### config.mk
export PLATFORM = sky130hd
export DESIGN_NAME = rom_loader_top
export DESIGN_NICKNAME = d
export VERILOG_FILES = /design/src/hw/rom_layout_pkg.sv /design/src/hw/sdram_req_pkg.sv /design/src/hw/prog_fifo.sv /design/src/hw/rom_loader_top.sv /design/src/hw/rom_router.sv /design/src/hw/sdram_writer.sv
export SDC_FILE = /design/constraint.sdc
export NUM_CORES = 1
export LEC_CHECK = 0
export ABC_AREA = 1
export ABC_CLOCK_PERIOD_IN_PS = 17070
export BUFFER_PORTS_ARGS = -buffer_cell sky130_fd_sc_hd__clkbuf_2
export CAP_MARGIN = 30
export CORE_MARGIN = 4
export CORE_UTILIZATION = 50
export CTS_BUF_LIST = sky130_fd_sc_hd__clkbuf_2 sky130_fd_sc_hd__clkbuf_4 sky130_fd_sc_hd__clkbuf_8
export CTS_CLUSTER_DIAMETER = 30
export DETAILED_ROUTE_END_ITERATION = 8
export PLACE_DENSITY = 0.67
export SYNTH_ARGS = -nofsm -noshare
export SYNTH_HDL_FRONTEND = slang
export SYNTH_SLANG_ARGS = --single-unit
### constraint.sdc
create_clock -name clk -period 17.07 [get_ports clk]
set_input_delay 0.8535 -clock clk [delete_from_list [all_inputs] [get_ports clk]]
set_output_delay 0.8535 -clock clk [all_outputs]
set_load 0.02 [all_outputs]
### src/hw/rom_layout_pkg.sv
// rom download layout
// header offsets, region encoding, per-region placement in SDRAM
// and the fixed byte substitution used on encrypted CPU code
`default_nettype none

package rom_layout_pkg;

    localparam logic [25:0] START_BYTES = 26'd8;   // sound, pcm, gfx, spare marks
    localparam logic [25:0] CFG_FIRST   = 26'd8;
    localparam logic [25:0] CFG_LAST    = 26'd39;
    localparam logic [25:0] CFG_BYTE    = 26'd39;  // decrypt enable and selector
    localparam logic [25:0] FULL_HEADER = 26'd64;  // bulk data starts here
    localparam int          DECRYPT_ABIT = 12;

    // word offsets inside each bank
    localparam logic [22:0] CPU_OFFSET = 23'h000000;
    localparam logic [22:0] SND_OFFSET = 23'h080000;  // above cpu code in bank 0
    localparam logic [22:0] PCM_OFFSET = 23'h000000;
    localparam logic [22:0] GFX_OFFSET = 23'h000000;

    // xor contribution of each set input bit
    localparam logic [7:0] DEC_SET [0:7] = '{
        8'h04, 8'h21, 8'h01, 8'h00, 8'h40, 8'h06, 8'h08, 8'h00
    };

    typedef enum logic [2:0] {
        REGION_NONE,
        REGION_CPU,
        REGION_SND,
        REGION_PCM,
        REGION_GFX
    } rom_region_e;

    function automatic logic [1:0] region_bank(input rom_region_e region);
        logic [1:0] bank;
        case (region)
            REGION_PCM: bank = 2'd1;
            REGION_GFX: bank = 2'd2;
            default:    bank = 2'd0;  // cpu and sound share bank 0
        endcase
        return bank;
    endfunction

    // bit substitution table for protected CPU code
    function automatic logic [7:0] cpu_decrypt(input logic [7:0] din);
        logic [7:0] res;
        res = 8'h00;
        for (int i = 0; i < 8; i++) begin
            if (din[i])
                res = res ^ DEC_SET[i];
        end
        if (!din[3])
            res = res ^ 8'h50;  // inverted contribution
        if (!din[7])
            res = res ^ 8'h88;
        return res;
    endfunction

endpackage

`default_nettype wire

### src/hw/sdram_req_pkg.sv
// SDRAM request side definitions
// queue sizing, request word layout, byte masks and writer FSM states
`default_nettype none

package sdram_req_pkg;

    localparam int FIFO_DEPTH = 8;
    localparam int PTR_W      = $clog2(FIFO_DEPTH);
    localparam int LVL_W      = $clog2(FIFO_DEPTH + 1);
    localparam int WAIT_LEVEL = FIFO_DEPTH - 2;  // one byte in flight plus one

    // request word: addr, data, bank, odd flag, spare
    localparam int REQ_W        = 37;
    localparam int REQ_ADDR_LSB = 0;
    localparam int REQ_DATA_LSB = 23;
    localparam int REQ_BANK_LSB = 31;
    localparam int REQ_ODD_BIT  = 33;

    // prog_mask is active low
    localparam logic [1:0] MASK_LOW  = 2'b10;
    localparam logic [1:0] MASK_HIGH = 2'b01;
    localparam logic [1:0] MASK_WORD = 2'b00;

    typedef enum logic [1:0] {
        ST_IDLE,
        ST_ISSUE,
        ST_HOLD
    } writer_state_e;

endpackage

`default_nettype wire

### src/hw/prog_fifo.sv
// request queue between router and SDRAM writer
// circular buffer with a level count; shows the two oldest entries
// so that a byte pair can leave together, and throttles the loader
`timescale 1ns/1ps
`default_nettype none

module prog_fifo (
    input  logic                             clk,
    input  logic                             arst_n,
    input  logic                             push,
    input  logic [sdram_req_pkg::REQ_W-1:0]  push_req,
    output logic [sdram_req_pkg::REQ_W-1:0]  head_req,
    output logic                             head_valid,
    output logic [sdram_req_pkg::REQ_W-1:0]  next_req,
    output logic                             next_valid,
    input  logic                             pop,
    input  logic                             pop_two,
    output logic                             ioctl_wait,
    output logic                             fifo_empty
);
    import sdram_req_pkg::*;

    logic [REQ_W-1:0] mem [0:FIFO_DEPTH-1];
    logic [PTR_W-1:0] wr_ptr;
    logic [PTR_W-1:0] rd_ptr;
    logic [LVL_W-1:0] level;
    logic [LVL_W-1:0] pop_cnt;

    always_comb begin
        if (!pop)
            pop_cnt = '0;
        else if (pop_two)
            pop_cnt = LVL_W'(2);
        else
            pop_cnt = LVL_W'(1);
    end

    always_ff @(posedge clk or negedge arst_n) begin
        if (!arst_n) begin
            wr_ptr <= '0;
            rd_ptr <= '0;
            level  <= '0;
        end else begin
            if (push)
                wr_ptr <= wr_ptr + PTR_W'(1);
            rd_ptr <= rd_ptr + pop_cnt[PTR_W-1:0];  // wraps with depth 2**n
            level  <= level + LVL_W'(push) - pop_cnt;
        end
    end

    always_ff @(posedge clk) begin
        if (push)
            mem[wr_ptr] <= push_req;
    end

    assign head_req   = mem[rd_ptr];
    assign next_req   = mem[rd_ptr + PTR_W'(1)];
    assign head_valid = level != '0;
    assign next_valid = level >= LVL_W'(2);
    assign fifo_empty = level == '0;
    assign ioctl_wait = level >= LVL_W'(WAIT_LEVEL);  // early, room for in-flight byte

    a_no_overflow: assert property (
        @(posedge clk) disable iff (!arst_n)
        push |-> (level < LVL_W'(FIFO_DEPTH) || pop)
    ) else $error("push into full request FIFO");

    a_no_underflow: assert property (
        @(posedge clk) disable iff (!arst_n)
        pop |-> level >= pop_cnt
    ) else $error("pop beyond FIFO level");

endmodule

`default_nettype wire

### src/hw/rom_loader_top.sv
// rom loader top
// router feeds the request FIFO, the writer drains it into SDRAM
`timescale 1ns/1ps
`default_nettype none

module rom_loader_top (
    input  logic        clk,
    input  logic        arst_n,
    input  logic        downloading,
    input  logic [25:0] ioctl_addr,
    input  logic [7:0]  ioctl_dout,
    input  logic        ioctl_wr,
    output logic        ioctl_wait,
    output logic        dwnld_busy,
    output logic        cfg_we,
    output logic [4:0]  cfg_addr,
    output logic [7:0]  cfg_data,
    output logic [22:0] prog_addr,
    output logic [15:0] prog_data,
    output logic [1:0]  prog_mask,
    output logic [1:0]  prog_ba,
    output logic        prog_we,
    input  logic        prog_rdy
);
    import sdram_req_pkg::*;

    logic             push;
    logic [REQ_W-1:0] push_req;
    logic [REQ_W-1:0] head_req;
    logic             head_valid;
    logic [REQ_W-1:0] next_req;
    logic             next_valid;
    logic             pop;
    logic             pop_two;
    logic             fifo_empty;
    logic             writer_idle;

    rom_router i_rom_router (.*);

    prog_fifo i_prog_fifo (.*);

    sdram_writer i_sdram_writer (.*);

    // busy until the last queued byte is acknowledged
    assign dwnld_busy = downloading || !fifo_empty || !writer_idle;

endmodule

`default_nettype wire

### src/hw/rom_router.sv
// rom download router
// captures the start marks, forwards board configuration bytes and
// turns every bulk byte into an SDRAM request with bank, word address
// and odd-byte flag, decrypting protected CPU bytes on the way
`timescale 1ns/1ps
`default_nettype none

module rom_router (
    input  logic                             clk,
    input  logic                             arst_n,
    input  logic                             downloading,
    input  logic [25:0]                      ioctl_addr,
    input  logic [7:0]                       ioctl_dout,
    input  logic                             ioctl_wr,
    output logic                             push,
    output logic [sdram_req_pkg::REQ_W-1:0]  push_req,
    output logic                             cfg_we,
    output logic [4:0]                       cfg_addr,
    output logic [7:0]                       cfg_data
);
    import rom_layout_pkg::*;
    import sdram_req_pkg::*;

    logic [63:0]  starts;        // little endian kB marks
    logic [15:0]  snd_start;
    logic [15:0]  pcm_start;
    logic [15:0]  gfx_start;
    logic         decrypt_en;
    logic         sel_bit;

    logic [25:0]  bulk_addr;
    logic [25:0]  cfg_off;
    logic [15:0]  bulk_kb;
    logic         is_start;
    logic         is_cfg;
    rom_region_e  region;
    logic [15:0]  reg_start;
    logic [22:0]  reg_offset;
    logic [25:0]  rel_addr;
    logic         do_decrypt;
    logic [7:0]   bulk_data;
    logic [REQ_W-1:0] req_next;

    assign snd_start = starts[15:0];
    assign pcm_start = starts[31:16];
    assign gfx_start = starts[47:32];

    assign bulk_addr = ioctl_addr - FULL_HEADER;  // header excluded
    assign cfg_off   = ioctl_addr - CFG_FIRST;
    assign bulk_kb   = bulk_addr[25:10];
    assign is_start  = ioctl_addr < START_BYTES;
    assign is_cfg    = ioctl_addr >= CFG_FIRST && ioctl_addr <= CFG_LAST;

    // region from kB index against the marks
    always_comb begin
        if (ioctl_addr < FULL_HEADER)
            region = REGION_NONE;  // header and reserved bytes
        else if (bulk_kb < snd_start)
            region = REGION_CPU;
        else if (bulk_kb < pcm_start)
            region = REGION_SND;
        else if (bulk_kb < gfx_start)
            region = REGION_PCM;
        else
            region = REGION_GFX;
    end

    always_comb begin
        case (region)
            REGION_SND: begin
                reg_start  = snd_start;
                reg_offset = SND_OFFSET;
            end
            REGION_PCM: begin
                reg_start  = pcm_start;
                reg_offset = PCM_OFFSET;
            end
            REGION_GFX: begin
                reg_start  = gfx_start;
                reg_offset = GFX_OFFSET;
            end
            default: begin
                reg_start  = 16'd0;    // cpu code starts the bulk
                reg_offset = CPU_OFFSET;
            end
        endcase
    end

    assign rel_addr = bulk_addr - {reg_start, 10'd0};

    // only one byte lane of the upper cpu area is encrypted
    assign do_decrypt = region == REGION_CPU && decrypt_en &&
                        bulk_addr[DECRYPT_ABIT] && (bulk_addr[0] ^ sel_bit);
    assign bulk_data  = do_decrypt ? cpu_decrypt(ioctl_dout) : ioctl_dout;

    always_comb begin
        req_next = '0;  // spare bits stay low
        req_next[REQ_ADDR_LSB +: 23] = rel_addr[23:1] + reg_offset;
        req_next[REQ_DATA_LSB +: 8]  = bulk_data;
        req_next[REQ_BANK_LSB +: 2]  = region_bank(region);
        req_next[REQ_ODD_BIT]        = ioctl_addr[0];
    end

    always_ff @(posedge clk or negedge arst_n) begin
        if (!arst_n) begin
            starts     <= '0;
            push       <= 1'b0;
            cfg_we     <= 1'b0;
            decrypt_en <= 1'b0;
            sel_bit    <= 1'b0;
        end else begin
            push   <= ioctl_wr && region != REGION_NONE;
            cfg_we <= ioctl_wr && is_cfg;
            if (ioctl_wr && is_start)
                starts <= {ioctl_dout, starts[63:8]};  // shift in from the top
            if (ioctl_wr && ioctl_addr == CFG_BYTE) begin
                decrypt_en <= ioctl_dout[7];
                sel_bit    <= ioctl_dout[6];
            end else if (!downloading) begin
                decrypt_en <= 1'b0;
            end
        end
    end

    // payload registers
    always_ff @(posedge clk) begin
        if (ioctl_wr) begin
            push_req <= req_next;
            cfg_addr <= cfg_off[4:0];
            cfg_data <= ioctl_dout;
        end
    end

    // marks must describe ordered regions once the bulk begins
    a_marks_ordered: assert property (
        @(posedge clk) disable iff (!arst_n)
        (ioctl_wr && ioctl_addr == FULL_HEADER) |->
            (snd_start <= pcm_start && pcm_start <= gfx_start)
    ) else $error("start marks out of order at first bulk byte");

endmodule

`default_nettype wire

### src/hw/sdram_writer.sv
// SDRAM download writer
// takes requests from the queue head, merges an even byte with the
// following odd byte of the same word into one word write, and keeps
// the port stable until the memory controller acknowledges
`timescale 1ns/1ps
`default_nettype none

module sdram_writer (
    input  logic                             clk,
    input  logic                             arst_n,
    input  logic [sdram_req_pkg::REQ_W-1:0]  head_req,
    input  logic                             head_valid,
    input  logic [sdram_req_pkg::REQ_W-1:0]  next_req,
    input  logic                             next_valid,
    output logic                             pop,
    output logic                             pop_two,
    output logic [22:0]                      prog_addr,
    output logic [15:0]                      prog_data,
    output logic [1:0]                       prog_mask,
    output logic [1:0]                       prog_ba,
    output logic                             prog_we,
    input  logic                             prog_rdy,
    output logic                             writer_idle
);
    import sdram_req_pkg::*;

    writer_state_e state;

    logic [22:0] h_addr;
    logic [7:0]  h_data;
    logic [1:0]  h_ba;
    logic        h_odd;
    logic [22:0] n_addr;
    logic [7:0]  n_data;
    logic [1:0]  n_ba;
    logic        n_odd;
    logic        merge;

    assign h_addr = head_req[REQ_ADDR_LSB +: 23];
    assign h_data = head_req[REQ_DATA_LSB +: 8];
    assign h_ba   = head_req[REQ_BANK_LSB +: 2];
    assign h_odd  = head_req[REQ_ODD_BIT];
    assign n_addr = next_req[REQ_ADDR_LSB +: 23];
    assign n_data = next_req[REQ_DATA_LSB +: 8];
    assign n_ba   = next_req[REQ_BANK_LSB +: 2];
    assign n_odd  = next_req[REQ_ODD_BIT];

    // even byte followed by its odd partner
    assign merge = next_valid && !h_odd && n_odd && n_addr == h_addr && n_ba == h_ba;

    assign pop         = state == ST_IDLE && head_valid;
    assign pop_two     = pop && merge;
    assign writer_idle = state == ST_IDLE;

    always_ff @(posedge clk or negedge arst_n) begin
        if (!arst_n) begin
            state   <= ST_IDLE;
            prog_we <= 1'b0;
        end else begin
            case (state)
                ST_IDLE: begin
                    if (head_valid)
                        state <= ST_ISSUE;
                end
                ST_ISSUE: begin
                    prog_we <= 1'b1;
                    state   <= ST_HOLD;
                end
                ST_HOLD: begin
                    if (prog_rdy) begin  // ack seen, release port
                        prog_we <= 1'b0;
                        state   <= ST_IDLE;
                    end
                end
                default: state <= ST_IDLE;
            endcase
        end
    end

    // port payload, loaded only when an entry is taken
    always_ff @(posedge clk) begin
        if (pop) begin
            prog_addr <= h_addr;
            prog_ba   <= h_ba;
            if (merge) begin
                prog_data <= {n_data, h_data};  // odd byte in upper half
                prog_mask <= MASK_WORD;
            end else begin
                prog_data <= {2{h_data}};
                prog_mask <= h_odd ? MASK_HIGH : MASK_LOW;
            end
        end
    end

    a_port_stable: assert property (
        @(posedge clk) disable iff (!arst_n)
        (prog_we && !prog_rdy) |=> (prog_we && $stable(prog_addr) &&
            $stable(prog_data) && $stable(prog_mask) && $stable(prog_ba))
    ) else $error("SDRAM port changed before acknowledge");

endmodule

`default_nettype wire

* After elaboration in Yosys (flattened, before gate mapping)
Memory sizes are Yosys's and may differ from the RTL's.
Index checks and enable logic that the tools add are counted.
** Cells by class
- $add $sub $neg :: 9
- $lt $le $gt $ge :: 9
- Eq/ne operators :: 12
- Mux-type cells :: 29
- Bitwise gates (word level) :: 8
- Reductions and logical operators :: 26
** Operators with widths (number)
- 16-bit < comparator :: 3
- 14-bit one-hot mux with 3 select lines :: 1
- 26-bit by 6-bit == test with 1-bit output, second input constant :: 1
- 26-bit by 4-bit >= comparator with 1-bit output, second input constant :: 1
- 26-bit by 6-bit <= comparator with 1-bit output, second input constant :: 1
- 26-bit by 4-bit < comparator with 1-bit output, second input constant :: 1
- 26-bit by 7-bit < comparator with 1-bit output, second input constant :: 1
- 26-bit by 7-bit subtractor with 26-bit output, second input constant :: 1
- 24-bit subtractor :: 1
- 23-bit by 20-bit adder with 23-bit output :: 1
- 23-bit == test :: 1
- 20-bit 2-to-1 mux :: 1
- 3-bit 2-to-1 mux :: 6
- 16-bit 2-to-1 mux :: 1
- 8-bit 2-to-1 mux :: 2
- 1-bit logical AND :: 14
- 7-bit 2-to-1 mux :: 2
- 2-bit 2-to-1 mux :: 5
- 3-bit by 1-bit adder with 3-bit output, second input constant :: 2
- 3-bit by 2-bit == test with 1-bit output, second input constant :: 2
- 1-bit 2-to-1 mux :: 6
- 6-bit 2-to-1 mux :: 1
- 2-bit one-hot mux with 3 select lines :: 1
- 5-bit by 4-bit subtractor with 5-bit output, second input constant :: 1
- 28 further kinds :: 36
** Word-level totals
- Register bits :: 171
- Bits in writable memories :: 272
- Output and inout port bits :: 60
- Memories kept :: 1
** Memory list
- i_prog_fifo.mem :: depth 8, width 34, rd ports 2, clocked after Yosys merged registers in 0, write ports 1, RTL line prog_fifo.sv:23 : logic [REQ_W-1:0] mem [0:FIFO_DEPTH-1];

* Longest topological paths before layout
Gate-level depths: netlist of the first run.
- Depth in word-level cells :: 13
- Mapped depth :: 38
- Mapped depth without buffers :: 38

* Hierarchy
Synthesis of the first run repeated with hierarchy kept, for this count alone.
** Second synthesis, totals
- Cell total of the unflattened synthesis :: 2939
- Area, all modules :: 25149.1 µm²
** By module, submodules not included
- prog_fifo :: times used 1, cells an instance 2038, area an instance 16448.3 µm²
- rom_router :: times used 1, cells an instance 726, area an instance 6682.7 µm²
- sdram_writer :: times used 1, cells an instance 173, area an instance 2004.4 µm²
- rom_loader_top :: times used 1, cells an instance 2, area an instance 13.8 µm²

* Worst setup path before layout of the first run
OpenSTA, ideal clock, no wires.
- Kind :: input to register
- Start :: in ioctl_addr[6]
- End :: reg i_rom_router.push_req[21] (netlist bit) (data pin)
- Setup time :: 0.266 ns
- Arrival time :: 5.419 ns
- Required time :: 16.804 ns
- Path slack :: 11.385 ns
- Stages on the path :: 32
- Cells stage by stage :: inv_1 nand2_1 nor3_1 nand2_1 inv_1 nand3_1 nor2_1 nand2_1 nor3_1 xor2_1 ha_1 a21oi_1 o21ai_0 a21oi_1 a21oi_1 nand2_1 buf_2 o221ai_1 ha_1 fa_1 nand3b_1 and2_1 inv_1 a21o_1 a21oi_1 nor2_1 nor2_1 xor2_1 inv_1 ha_1 ha_1 xor2_1
** On the way
- Word-level cells in the longest chain between the ends :: 10
- Elaborated cells on any way between the ends :: 16
- Those cells by class :: 3 x add/sub; 4 x order compare; 3 x eq/ne; 6 x mux
** RTL lines
- from (decl) :: RTL line rom_loader_top.sv:10 : input logic [25:0] ioctl_addr,
- 26-bit by 7-bit subtractor with 26-bit output :: RTL line rom_router.sv:48 : assign bulk_addr = ioctl_addr - FULL_HEADER;
- 16-bit < comparator :: RTL line rom_router.sv:62 : else if (bulk_kb < gfx_start)
- 3-bit 2-to-1 mux :: RTL line rom_router.sv:62
- 3-bit 2-to-1 mux :: RTL line rom_router.sv:60 : else if (bulk_kb < pcm_start)
- 3-bit 2-to-1 mux :: RTL line rom_router.sv:58 : else if (bulk_kb < snd_start)
- 3-bit 2-to-1 mux :: RTL line rom_router.sv:56 : if (ioctl_addr < FULL_HEADER)
- 3-bit == test / 3-bit by 2-bit == test with 1-bit output (equally long branches) :: RTL line rom_router.sv:69 : case (region)
- 14-bit one-hot mux with 3 select lines :: RTL line rom_router.sv:69
- 24-bit subtractor :: RTL line rom_router.sv:89 : assign rel_addr = bulk_addr - {reg_start, 10'd0};
- 23-bit by 20-bit adder with 23-bit output (*) :: RTL line rom_router.sv:98 : req_next[REQ_ADDR_LSB +: 23] = rel_addr[23:1] + reg_offset;
- net i_rom_router.req_next[21] :: RTL line rom_router.sv:42 : logic [REQ_W-1:0] req_next;
- to (signal assigned) :: RTL line rom_router.sv:128 : push_req <= req_next;
- to (decl) :: RTL line rom_router.sv:16 : output logic [sdram_req_pkg::REQ_W-1:0] push_req,
Mark *: on every way through the listed nets, which the timed path passes. The rest lies on a longest branch.
A chain may end at the register's enable or synchronous reset.

* Worst setup path after layout of the first run
- Start :: in ioctl_addr[6]
- End :: reg i_rom_router.push_req[21] (netlist bit) (data pin)
** On the way
- Elaborated cells on any way between the ends :: 16
- Those cells by class :: 3 x add/sub; 4 x order compare; 3 x eq/ne; 6 x mux
** RTL lines
- 26-bit by 7-bit subtractor with 26-bit output :: RTL line rom_router.sv:48
- net i_rom_router.bulk_addr[6] :: RTL line rom_router.sv:31 : logic [25:0] bulk_addr;
- 24-bit subtractor :: RTL line rom_router.sv:89
- 23-bit by 20-bit adder with 23-bit output :: RTL line rom_router.sv:98
- net i_rom_router.req_next[21] :: RTL line rom_router.sv:42
The timed path passes the listed nets, and every way through them passes these cells.

==> impl_metrics.ini, run 1 <==
[cts]
clk_pin_slew_worst_paths_ns = 0.06
cts_sinks = 440
clkLatencyLatePin_ns = 0.66
cts_setup_buffers = 0
cts_resized = 0
clock_path_buffers = 3
htree_levels = 3
cts_tree = yes
clockRootBuffer = clkbuf_8
numCtsBuffers = 90
ctsHoldBuffers = 0

[sta]
setup_viol = 0
tightestPinTransition_ns = 0.962
fin_skew_ns = 0.0234
timing_hold_violations_final = 0
fin_crit_sh = 0.351
tns_ns = 0
timing.fmax_ghz = 0.167
finalMaxSlewViolations = 0
rsz0062_at_grt = no
min_period_ns = 5.98
slew_headroom = 0.359

[logic_synthesis]
synth_nets = 2326
synth.most_common_cell = edfxtp_1
synth-main-ff-cell = edfxtp_1
synth_top_cell_area_share = 0.491
synth_commonest_cells = edfxtp_1, o21ai_0, nand2_1
yosys.area.top_type = edfxtp_1
netlist_instances = 2212
synth_area_sq_um = 22000
synth_seq_area_share = 0.583
synthArstFlopShare = 0.184
ys_ff_latch = 440
synth_area_leaders = edfxtp_1, dfrtp_1, o21ai_0, a21oi_1, nand2_1
synth.distinct_cells = 48
avgSynthCellArea_sq_um = 9.93
yosys_warnings = 0
synth_edf_count = 359

[cells_and_area]
fin_area_sq_um = 24800
antenna-diode-count = 0
nFillCells = 3653
post-route-util = 0.573
drive_above_1_share = 0.129
nets = 2413
area_delta_synth_final_pct = 12.9

[place]
post-dp-hpwl_mm = 35.2
place_area_sq_um = 22800
gp_congestion = 1.00
placement.io_buffers = 98

[die]
die_x_um = 218
dieHeight_um = 218
rows = 76
initial_core_util = 0.508
dieArea_sq_um = 47300
core-area_sq_um = 43300
ios = 99

[route]
dr_wl_met3_mm = 4.18
wl_met2_mm = 27.4
first_pass_iters = 7
postRouteAntennaNets = 0
vias = 16600
drt_wl_total_mm = 56.3
top_layer_used = met4
met1Wirelength_mm = 23.3
vias_per_cell = 5.63
wl_per_cell_um = 19.0
drc = 0
drtIter0Drc = 1471

[job]
maxCapViolations = 0

[critical_path]
critical-path-slowest-cell = nor2_1
crit_arrival_ns = 6.38
crit_path_max_fanout = 12
cp-start-kind = input pin
crit_path_end_kind = register
worstPathRequired_ns = 17.46
criticalPathCategory = in2reg
slowest_delay_ns = 0.65

[power_and_ir_drop]
ir_drop_uv = 147
seqPwrFrac = 0.327
p_switching_uw = 1810
intPower_uw = 2660
p_comb_frac = 0.410
power_leakage_uw = 0.00969
p_per_area_nw_per_um2 = 180
p_sw_frac = 0.404
clkPwrFrac = 0.263

[global_route]
overflow = 0
grt_pass1_vias = 16100
grt_use_total = 0.235
grt_max_degree = 258
antenna_found_initial = 0
grt_first_pass_wirelength_mm = 87.0

[run_status]
status = completed

[min_path]
min_path_type = in2async
flip-flops by register name (all words and copies together), names as in the netlist, 3 cells and up:
register                  flops
i_rom_router.starts          64
i_sdram_writer.prog_data     16
i_rom_router.push_req        31
i_prog_fifo.rd_ptr            3
i_prog_fifo.mem             272
i_prog_fifo.wr_ptr            3
i_rom_router.cfg_data         8
i_rom_router.cfg_addr         5
i_prog_fifo.level             4
i_sdram_writer.prog_addr     23
per-stage QoR:
step | hold slack (ns) | power, uW | setup slack [ns] | instances
2_1_floorplan | 0.453 | 2820 | 11.39 | 2212
3_3_place_gp | 0.464 | 3240 | 10.58 | 2790
3_5_place_dp | 0.467 | 3300 | 10.48 | 2792
4_1_cts | 0.174 | 4480 | 11.21 | 2955
5_1_grt | 0.204 | 4760 | 10.55 | 2955
6_report | 0.196 | 4470 | 11.09 | 2955
cell usage in the layout (no fill, tap or decap), drive strengths merged, types with 4 or more instances in the layout:
master / count
a21o: 4
a21oi: 213
a31oi: 40
buf: 23
bufinv: 11
clkbuf: 211
clkinv: 32
clkinvlp: 6
dfrtp: 81
edfxtp: 359
ha: 72
inv: 234
nand2: 257
nand3: 36
nand3b: 5
nand4: 13
nor2: 219
nor3: 20
o211ai: 22
o21ai: 417
o22ai: 13
or2: 4
xnor2: 25
xor2: 29
power groups by stage:
| stage | registers, uW | logic (uW) | clock network [uW] |
|---|---|---|---|
| detailed placement | 1480 | 1820 | 0 |
| global route | 1480 | 2030 | 1250 |
| finish | 1460 | 1830 | 1170 |
| CTS | 1460 | 1820 | 1190 |
| global placement | 1480 | 1760 | 0 |
| floorplan | 1530 | 1290 | 0 |
cell type report:
cell class	instances	area, sq um	area share
Inverter	234	883	0.0356
Multi-Input combinational cell	1413	7670	0.310
Tap cell	585	732	0.0295
Timing Repair Buffer	120	711	0.0287
Clock buffer	114	1440	0.0583
Sequential cell	440	12800	0.517
Clock inverter	49	529	0.0214
final timing paths:
path,startpoint,endpoint,slack [ns],depth (start not counted)
max in group asynchronous,arst_n,i_prog_fifo.rd_ptr[0],16.25,2
worst min-delay path,arst_n,i_rom_router.starts[62],0.20,1
worst max-delay path,ioctl_addr[6],i_rom_router.push_req[21],11.09,34
worst min register to register,i_prog_fifo.rd_ptr[2],i_prog_fifo.rd_ptr[2],0.48,1
worst max register to register,i_prog_fifo.rd_ptr[0],i_prog_fifo.level[2],11.41,18
min in group clk,prog_rdy,i_sdram_writer.state[1],0.42,2
routing by layer:
metal,track usage,up-vias
li1,-,7904
met5,0,-
met3,0.0365,90
met1,0.309,7937
met4,0.0882,0
met2,0.395,703
worst max-delay path, delay by kind of cell:
kind                       cells  cell delay, ns
adders and majority gates      5            1.15
xor gates and xnor gates       3            0.47
and+or+nand+nor               17            2.78
AOI/OAI and AO/OA              2            0.32
buffers and inverters          7            0.80
logic make-up (layout without fill, tap and decap cells):
family | after synthesis | after routing | synth area share
and+or+nand+nor | 558 | 558 | 0.103
adders and majority gates | 75 | 75 | 0.0438
muxes | 1 | 1 | 0.000456
xor gates and xnor gates | 54 | 54 | 0.0224
DFF | 440 | 440 | 0.583
AOI/OAI and AO/OA | 725 | 725 | 0.176
buffers and inverters | 359 | 517 | 0.0713
(Power assumes the default switching activity.)
==> inputs of run 2 (changes only) <==
ABC_AREA = 0   (was 1)
ABC_CLOCK_PERIOD_IN_PS = 6200   (was 17070)
clock period = 6.2 ns   (was 17.07 ns; I/O delays follow)
==> run 2 against run 1 <==
Compared with the run above: non-clock buffer count increased by 40; final cell count decreased by 23%; largest cell class unchanged; largest power group unchanged; register-to-register slack got worse by 10 ns; critical path type unchanged; via count decreased by 22%; area after synthesis decreased by 0.13%; synthesized cell count decreased by 36%.
==> impl_metrics.ini, run 2 <==
[die]
core-area_sq_um = 43200
dieArea_sq_um = 47300
rows = 76
ios = 99
initial_core_util = 0.508
die_x_um = 217
dieHeight_um = 217

[cts]
cts_sinks = 440
htree_levels = 3
clockRootBuffer = clkbuf_8
clkLatencyLatePin_ns = 0.66
clock_path_buffers = 3
clk_pin_slew_worst_paths_ns = 0.05
numCtsBuffers = 95
cts_tree = yes

[critical_path]
reg2reg_depth = 22
crit_path_max_fanout = 29
ff2ff_setup_slack_ns = 1.40
crit_arrival_ns = 6.29
r2r_start = i_rom_router.starts[25]
crit_top_cell = ha_1
r2r_end = i_rom_router.push_req[22]
critical-path-slowest-cell = dlygate4sd3_1
path_delay_family = compound AO/OA/AOI/OAI gates
slowest_delay_ns = 0.53
worstPathRequired_ns = 6.58
cp-start-kind = input pin
criticalPathCategory = in2reg
crit_buf_inv = 5
crit_path_end_kind = register

[cells_and_area]
area_delta_synth_final_pct = 17.2
regMostFlops = i_prog_fifo.mem
nets = 1720
largestRegisters = i_prog_fifo.mem x272, i_rom_router.starts x64, i_rom_router.push_req x31
drive_above_1_share = 0.329
largest_reg_flops = 272
final_common_cell = edfxtp_1
layout_common_cells = edfxtp_1, mux4_2, clkbuf_8, clkbuf_2
antenna-diode-count = 0
instances_no_fill = 2271

[logic_synthesis]
synth_seq_area_share = 0.584
synth-main-ff-cell = edfxtp_1
synth_area_sq_um = 21900
synth.most_common_cell = edfxtp_1
netlist_instances = 1419
ys_ff_latch = 440
synth_nets = 1533
synth_top_cell_area_share = 0.492
yosys_warnings = 0
avgSynthCellArea_sq_um = 15.5
yosys.area.top_type = edfxtp_1
synth_commonest_cells = edfxtp_1, mux4_2, dfrtp_1
synth.distinct_cells = 56
synth_area_leaders = edfxtp_1, mux4_2, dfrtp_1, ha_1, mux2_2
synthArstFlopShare = 0.184
synth_edf_count = 359

[sta]
timing_hold_violations_final = 0
setup_ws_ns = 0.295
rsz0062_at_grt = no
tightestPinTransition_ns = 1.01
tns_ns = 0
fin_crit_sh = 0.952
finalMaxSlewViolations = 0
timing.fmax_ghz = 0.169
min_period_ns = 5.90
slew_headroom = 0.321
fin_skew_ns = 0.0344
setup_viol = 0

[place]
gp_congestion = 0.922
place_ws_ns = -0.141
dp_cells = 2076
placement.io_buffers = 98
post-dp-hpwl_mm = 32.2

[min_path]
min_from = ioctl_addr[25]
hold_depth = 4
whs_endpoint = i_rom_router.cfg_we
min_path_type = in2reg

[power_and_ir_drop]
intPower_uw = 8480
clkPwrFrac = 0.275
ir_drop_uv = 559
p_per_area_nw_per_um2 = 498
p_sw_frac = 0.337
power_leakage_uw = 0.00929
finalPower_uw = 12800
p_switching_uw = 4310
seqPwrFrac = 0.326
p_comb_frac = 0.399

[global_route]
grt_use_total = 0.213
antenna_found_initial = 1
grt_pass1_vias = 13500
overflow = 0
grt_max_degree = 141
grt_first_pass_wirelength_mm = 76.7

[route]
wl_per_cell_um = 21.8
drc = 0
vias_per_cell = 5.71
postRouteAntennaNets = 0
vias = 13000
drt_wl_total_mm = 49.5
first_pass_iters = 5
drtIter0Drc = 796

[job]
maxCapViolations = 0

[run_status]
status = completed
run 2: metrics by stage:
step	hold slack, ns	instance area (sq um)	util
floorplan	0.0144	21900	-
global placement	0.249	23200	0.538
detailed placement	0.251	23300	0.539
CTS	0.0350	25700	0.594
global route	0.0712	25700	0.595
finish	0.0885	25700	0.595
run 2: logic make-up (layout without fill, tap and decap cells):
family,count (synthesis),in the layout,synth area share
buf+inv,138,405,0.0282
flops,440,440,0.584
mux,252,252,0.200
simple gates,217,217,0.0469
fa+ha+maj,75,75,0.0438
xor+xnor,108,108,0.0431
compound gates,189,189,0.0545
run 2: area by class of cell:
cell class,instances,area (sq um)
Fill cell,3341,17500
Sequential cell,440,12800
Multi-Input combinational cell,841,8620
Clock buffer,114,1470
Timing Repair Buffer,160,1070
Tap cell,585,732
Clock inverter,63,731
Inverter,68,255
run 2: power by group through the flow:
stage	clock network [uW]	registers, uW	logic [uW]
floorplan	0	4350	3760
global placement	0	4190	5080
detailed placement	0	4220	5150
CTS	3600	4170	5180
global route	3760	4220	5540
finish	3520	4160	5110
run 2: per-layer routing:
metal | part of all wire | vias up | track usage
met4 | 0.024 | 0 | 0.0736
met5 | 0 | - | 0
met2 | 0.50 | 412 | 0.360
li1 | - | 5934 | -
met1 | 0.41 | 6548 | 0.281
met3 | 0.063 | 82 | 0.0383
run 2: worst register-to-register path, cell delays in order (launching register included):
cell,delay [ns]
dfrtp_1,0.38
inv_1,0.14
ha_1,0.28
a21oi_1,0.14
nor2_1,0.06
a211o_1,0.26
a21oi_1,0.15
o21ai_0,0.08
a41o_1,0.26
buf_6,0.19
a211oi_1,0.26
ha_1,0.24
fa_1,0.22
nor2b_1,0.07
o31a_1,0.29
o211ai_1,0.26
nand3b_1,0.14
xor2_1,0.16
ha_1,0.19
nor4bb_2,0.28
mux2i_1,0.26
xnor2_1,0.15
xnor2_1,0.08
run 2: worst max-delay path by stage:
stage | from | endpoint | slack, ns | cells past startpoint
2_1_floorplan | ioctl_addr[15] | i_rom_router.push_req[22] | 0.23 | 27
3_3_place_gp | ioctl_addr[15] | i_rom_router.push_req[22] | 0.13 | 27
3_5_place_dp | ioctl_addr[15] | i_rom_router.push_req[22] | -0.14 | 26
4_1_cts | ioctl_addr[6] | i_rom_router.push_req[22] | 0.09 | 29
5_1_grt | ioctl_addr[6] | i_rom_router.push_req[22] | 0.03 | 29
6_report | ioctl_addr[6] | i_rom_router.push_req[22] | 0.30 | 29
run 2: what timing repair did:
action,4_1_cts,5_1_grt
hold buffers,17,0
setup endpoints to repair,0,2
endpoints found under the hold margin,50,0
resized for setup,0,9
setup buffers,0,1
==> inputs of run 3 (changes only) <==
SETUP_SLACK_MARGIN = 0.3   (was unset)
==> run 3 against run 2 <==
Compared with the run above: via count decreased by 0.16%; die area unchanged; first-iteration DRC count up 9.0%; largest power group unchanged; setup slack gained 0.36 ns; non-clock buffer count grew 2; clock skew is 0.0093 ns lower; wire length is 0.41% higher; clock power increased by 6.2%; highest routed layer unchanged.
==> impl_metrics.ini, run 3 (synthesis results as in run 2) <==
[run_status]
status = completed

[power_and_ir_drop]
ir_drop_uv = 379
finalPower_uw = 13000
power_leakage_uw = 0.00938
p_per_area_nw_per_um2 = 502

[cells_and_area]
fin_area_sq_um = 25900
largestRegisters = i_prog_fifo.mem x272, i_rom_router.starts x64, i_rom_router.push_req x31
instances_no_fill = 2273
area_delta_synth_final_pct = 18.1
multi_input_area_sq_um = 8670
regMostFlops = i_prog_fifo.mem
drive_above_1_share = 0.334
final_common_cell = edfxtp_1
regArea_sq_um = 12800
nets = 1721
nFillCells = 3309
layout_common_cells = edfxtp_1, mux4_2, clkbuf_8, clkbuf_2, mux2_2
largest_reg_flops = 272

[sta]
timing.fmax_ghz = 0.180
fin_crit_sh = 0.894
timing_hold_violations_final = 0
slew_headroom = 0.327
tns_ns = 0
setup_viol = 0
rsz0062_at_grt = no
min_period_ns = 5.54
fin_skew_ns = 0.0251
finalMaxSlewViolations = 0
tightestPinTransition_ns = 0.997

[global_route]
grt_first_pass_wirelength_mm = 76.8
antenna_found_initial = 0
overflow = 0
grt_pass1_vias = 13400
grt_max_degree = 140
grt_use_total = 0.212

[cts]
cts_tree = yes
htree_levels = 3
numCtsBuffers = 94
clockRootBuffer = clkbuf_8
clk_pin_slew_worst_paths_ns = 0.05
clkLatencyLatePin_ns = 0.66
clock_path_buffers = 3
cts_sinks = 440

[route]
drtIter0Drc = 868
drc = 0
postRouteAntennaNets = 0
wl_per_cell_um = 21.9
first_pass_iters = 5
drt_wl_total_mm = 49.7
vias = 13000
vias_per_cell = 5.70

[critical_path]
cp-start-kind = input pin
r2r_start = i_prog_fifo.rd_ptr[0]
crit_path_max_fanout = 13
slowest_delay_ns = 0.53
reg2reg_depth = 14
r2r_end = i_prog_fifo.level[3]
criticalPathCategory = in2reg
crit_path_end_kind = register
worstPathRequired_ns = 6.59
ff2ff_setup_slack_ns = 1.48
startpoint = ioctl_addr[6]
crit_arrival_ns = 5.93
critical-path-slowest-cell = dlygate4sd3_1

[min_path]
hold_depth = 4
min_path_type = in2reg
min_from = ioctl_addr[24]
whs_endpoint = i_rom_router.cfg_we

[place]
placement.io_buffers = 98
gp_congestion = 0.890
post-dp-hpwl_mm = 31.9
dp_cells = 2073
place_area_sq_um = 23300

[die]
core-area_sq_um = 43200
dieHeight_um = 217
dieArea_sq_um = 47300
die_x_um = 217
ios = 99
rows = 76
initial_core_util = 0.508

[job]
maxCapViolations = 0
run 3: power by group:
group	internal, uW	switching (uW)	total (uW)
clock network	2420	1330	3740
registers	3900	260	4160
logic	2390	2720	5110
total	8710	4300	13000
run 3: layout make-up:
type	instances	share of cell area
antenna	1	0.0000966
clock buffer	111	0.0561
clock inverter	65	0.0337
inverter	68	0.00985
multi-input combinational	841	0.335
sequential	440	0.495
tap	585	0.0283
timing repair buffer	162	0.0427
run 3: worst max-delay path: cells and delay by family:
family                   cells  cell delay (ns)
AO/OA/AOI/OAI                9             1.55
XOR/XNOR                     4             0.65
adder cells (fa/ha/maj)      4             0.97
buffers and inverters        4             0.93
multiplexers                 1             0.26
AND/OR/NAND/NOR              7             1.27
run 3: how the worst max path moves through the flow:
stage | to | slack, ns
after CTS | i_rom_router.push_req[22] | 0.38
final | i_rom_router.push_req[22] | 0.66
after floorplan | i_rom_router.push_req[22] | 0.34
after detailed placement | i_rom_router.push_req[22] | 0.15
after global routing | i_rom_router.push_req[22] | 0.30
after global placement | i_rom_router.push_req[22] | 0.22
run 3: what timing repair did:
| item | in CTS | in global routing |
|---|---|---|
| hold buffers | 18 | 0 |
| resized for setup | 0 | 19 |
| setup endpoints to repair | 0 | 2 |
| buffers inserted | 0 | 4 |
| endpoints found under the hold margin | 57 | 0 |
run 3: layer usage:
metal,part of all wire,wire length [um],up-vias,global-route usage
met5,0,0,-,0
met1,0.43,21200,6558,0.285
met3,0.054,2680,75,0.0431
met2,0.50,24900,377,0.353
met4,0.020,1010,0,0.0657
li1,-,-,5945,-
run 3: stage by stage:
step | util | setup WS [ns] | hold slack [ns]
finish | 0.600 | 0.659 | 0.0980
global route | 0.600 | 0.297 | 0.0832
CTS | 0.597 | 0.380 | 0.00634
detailed placement | 0.539 | 0.145 | 0.296
global placement | 0.539 | 0.222 | 0.295
floorplan | - | 0.338 | 0.0144
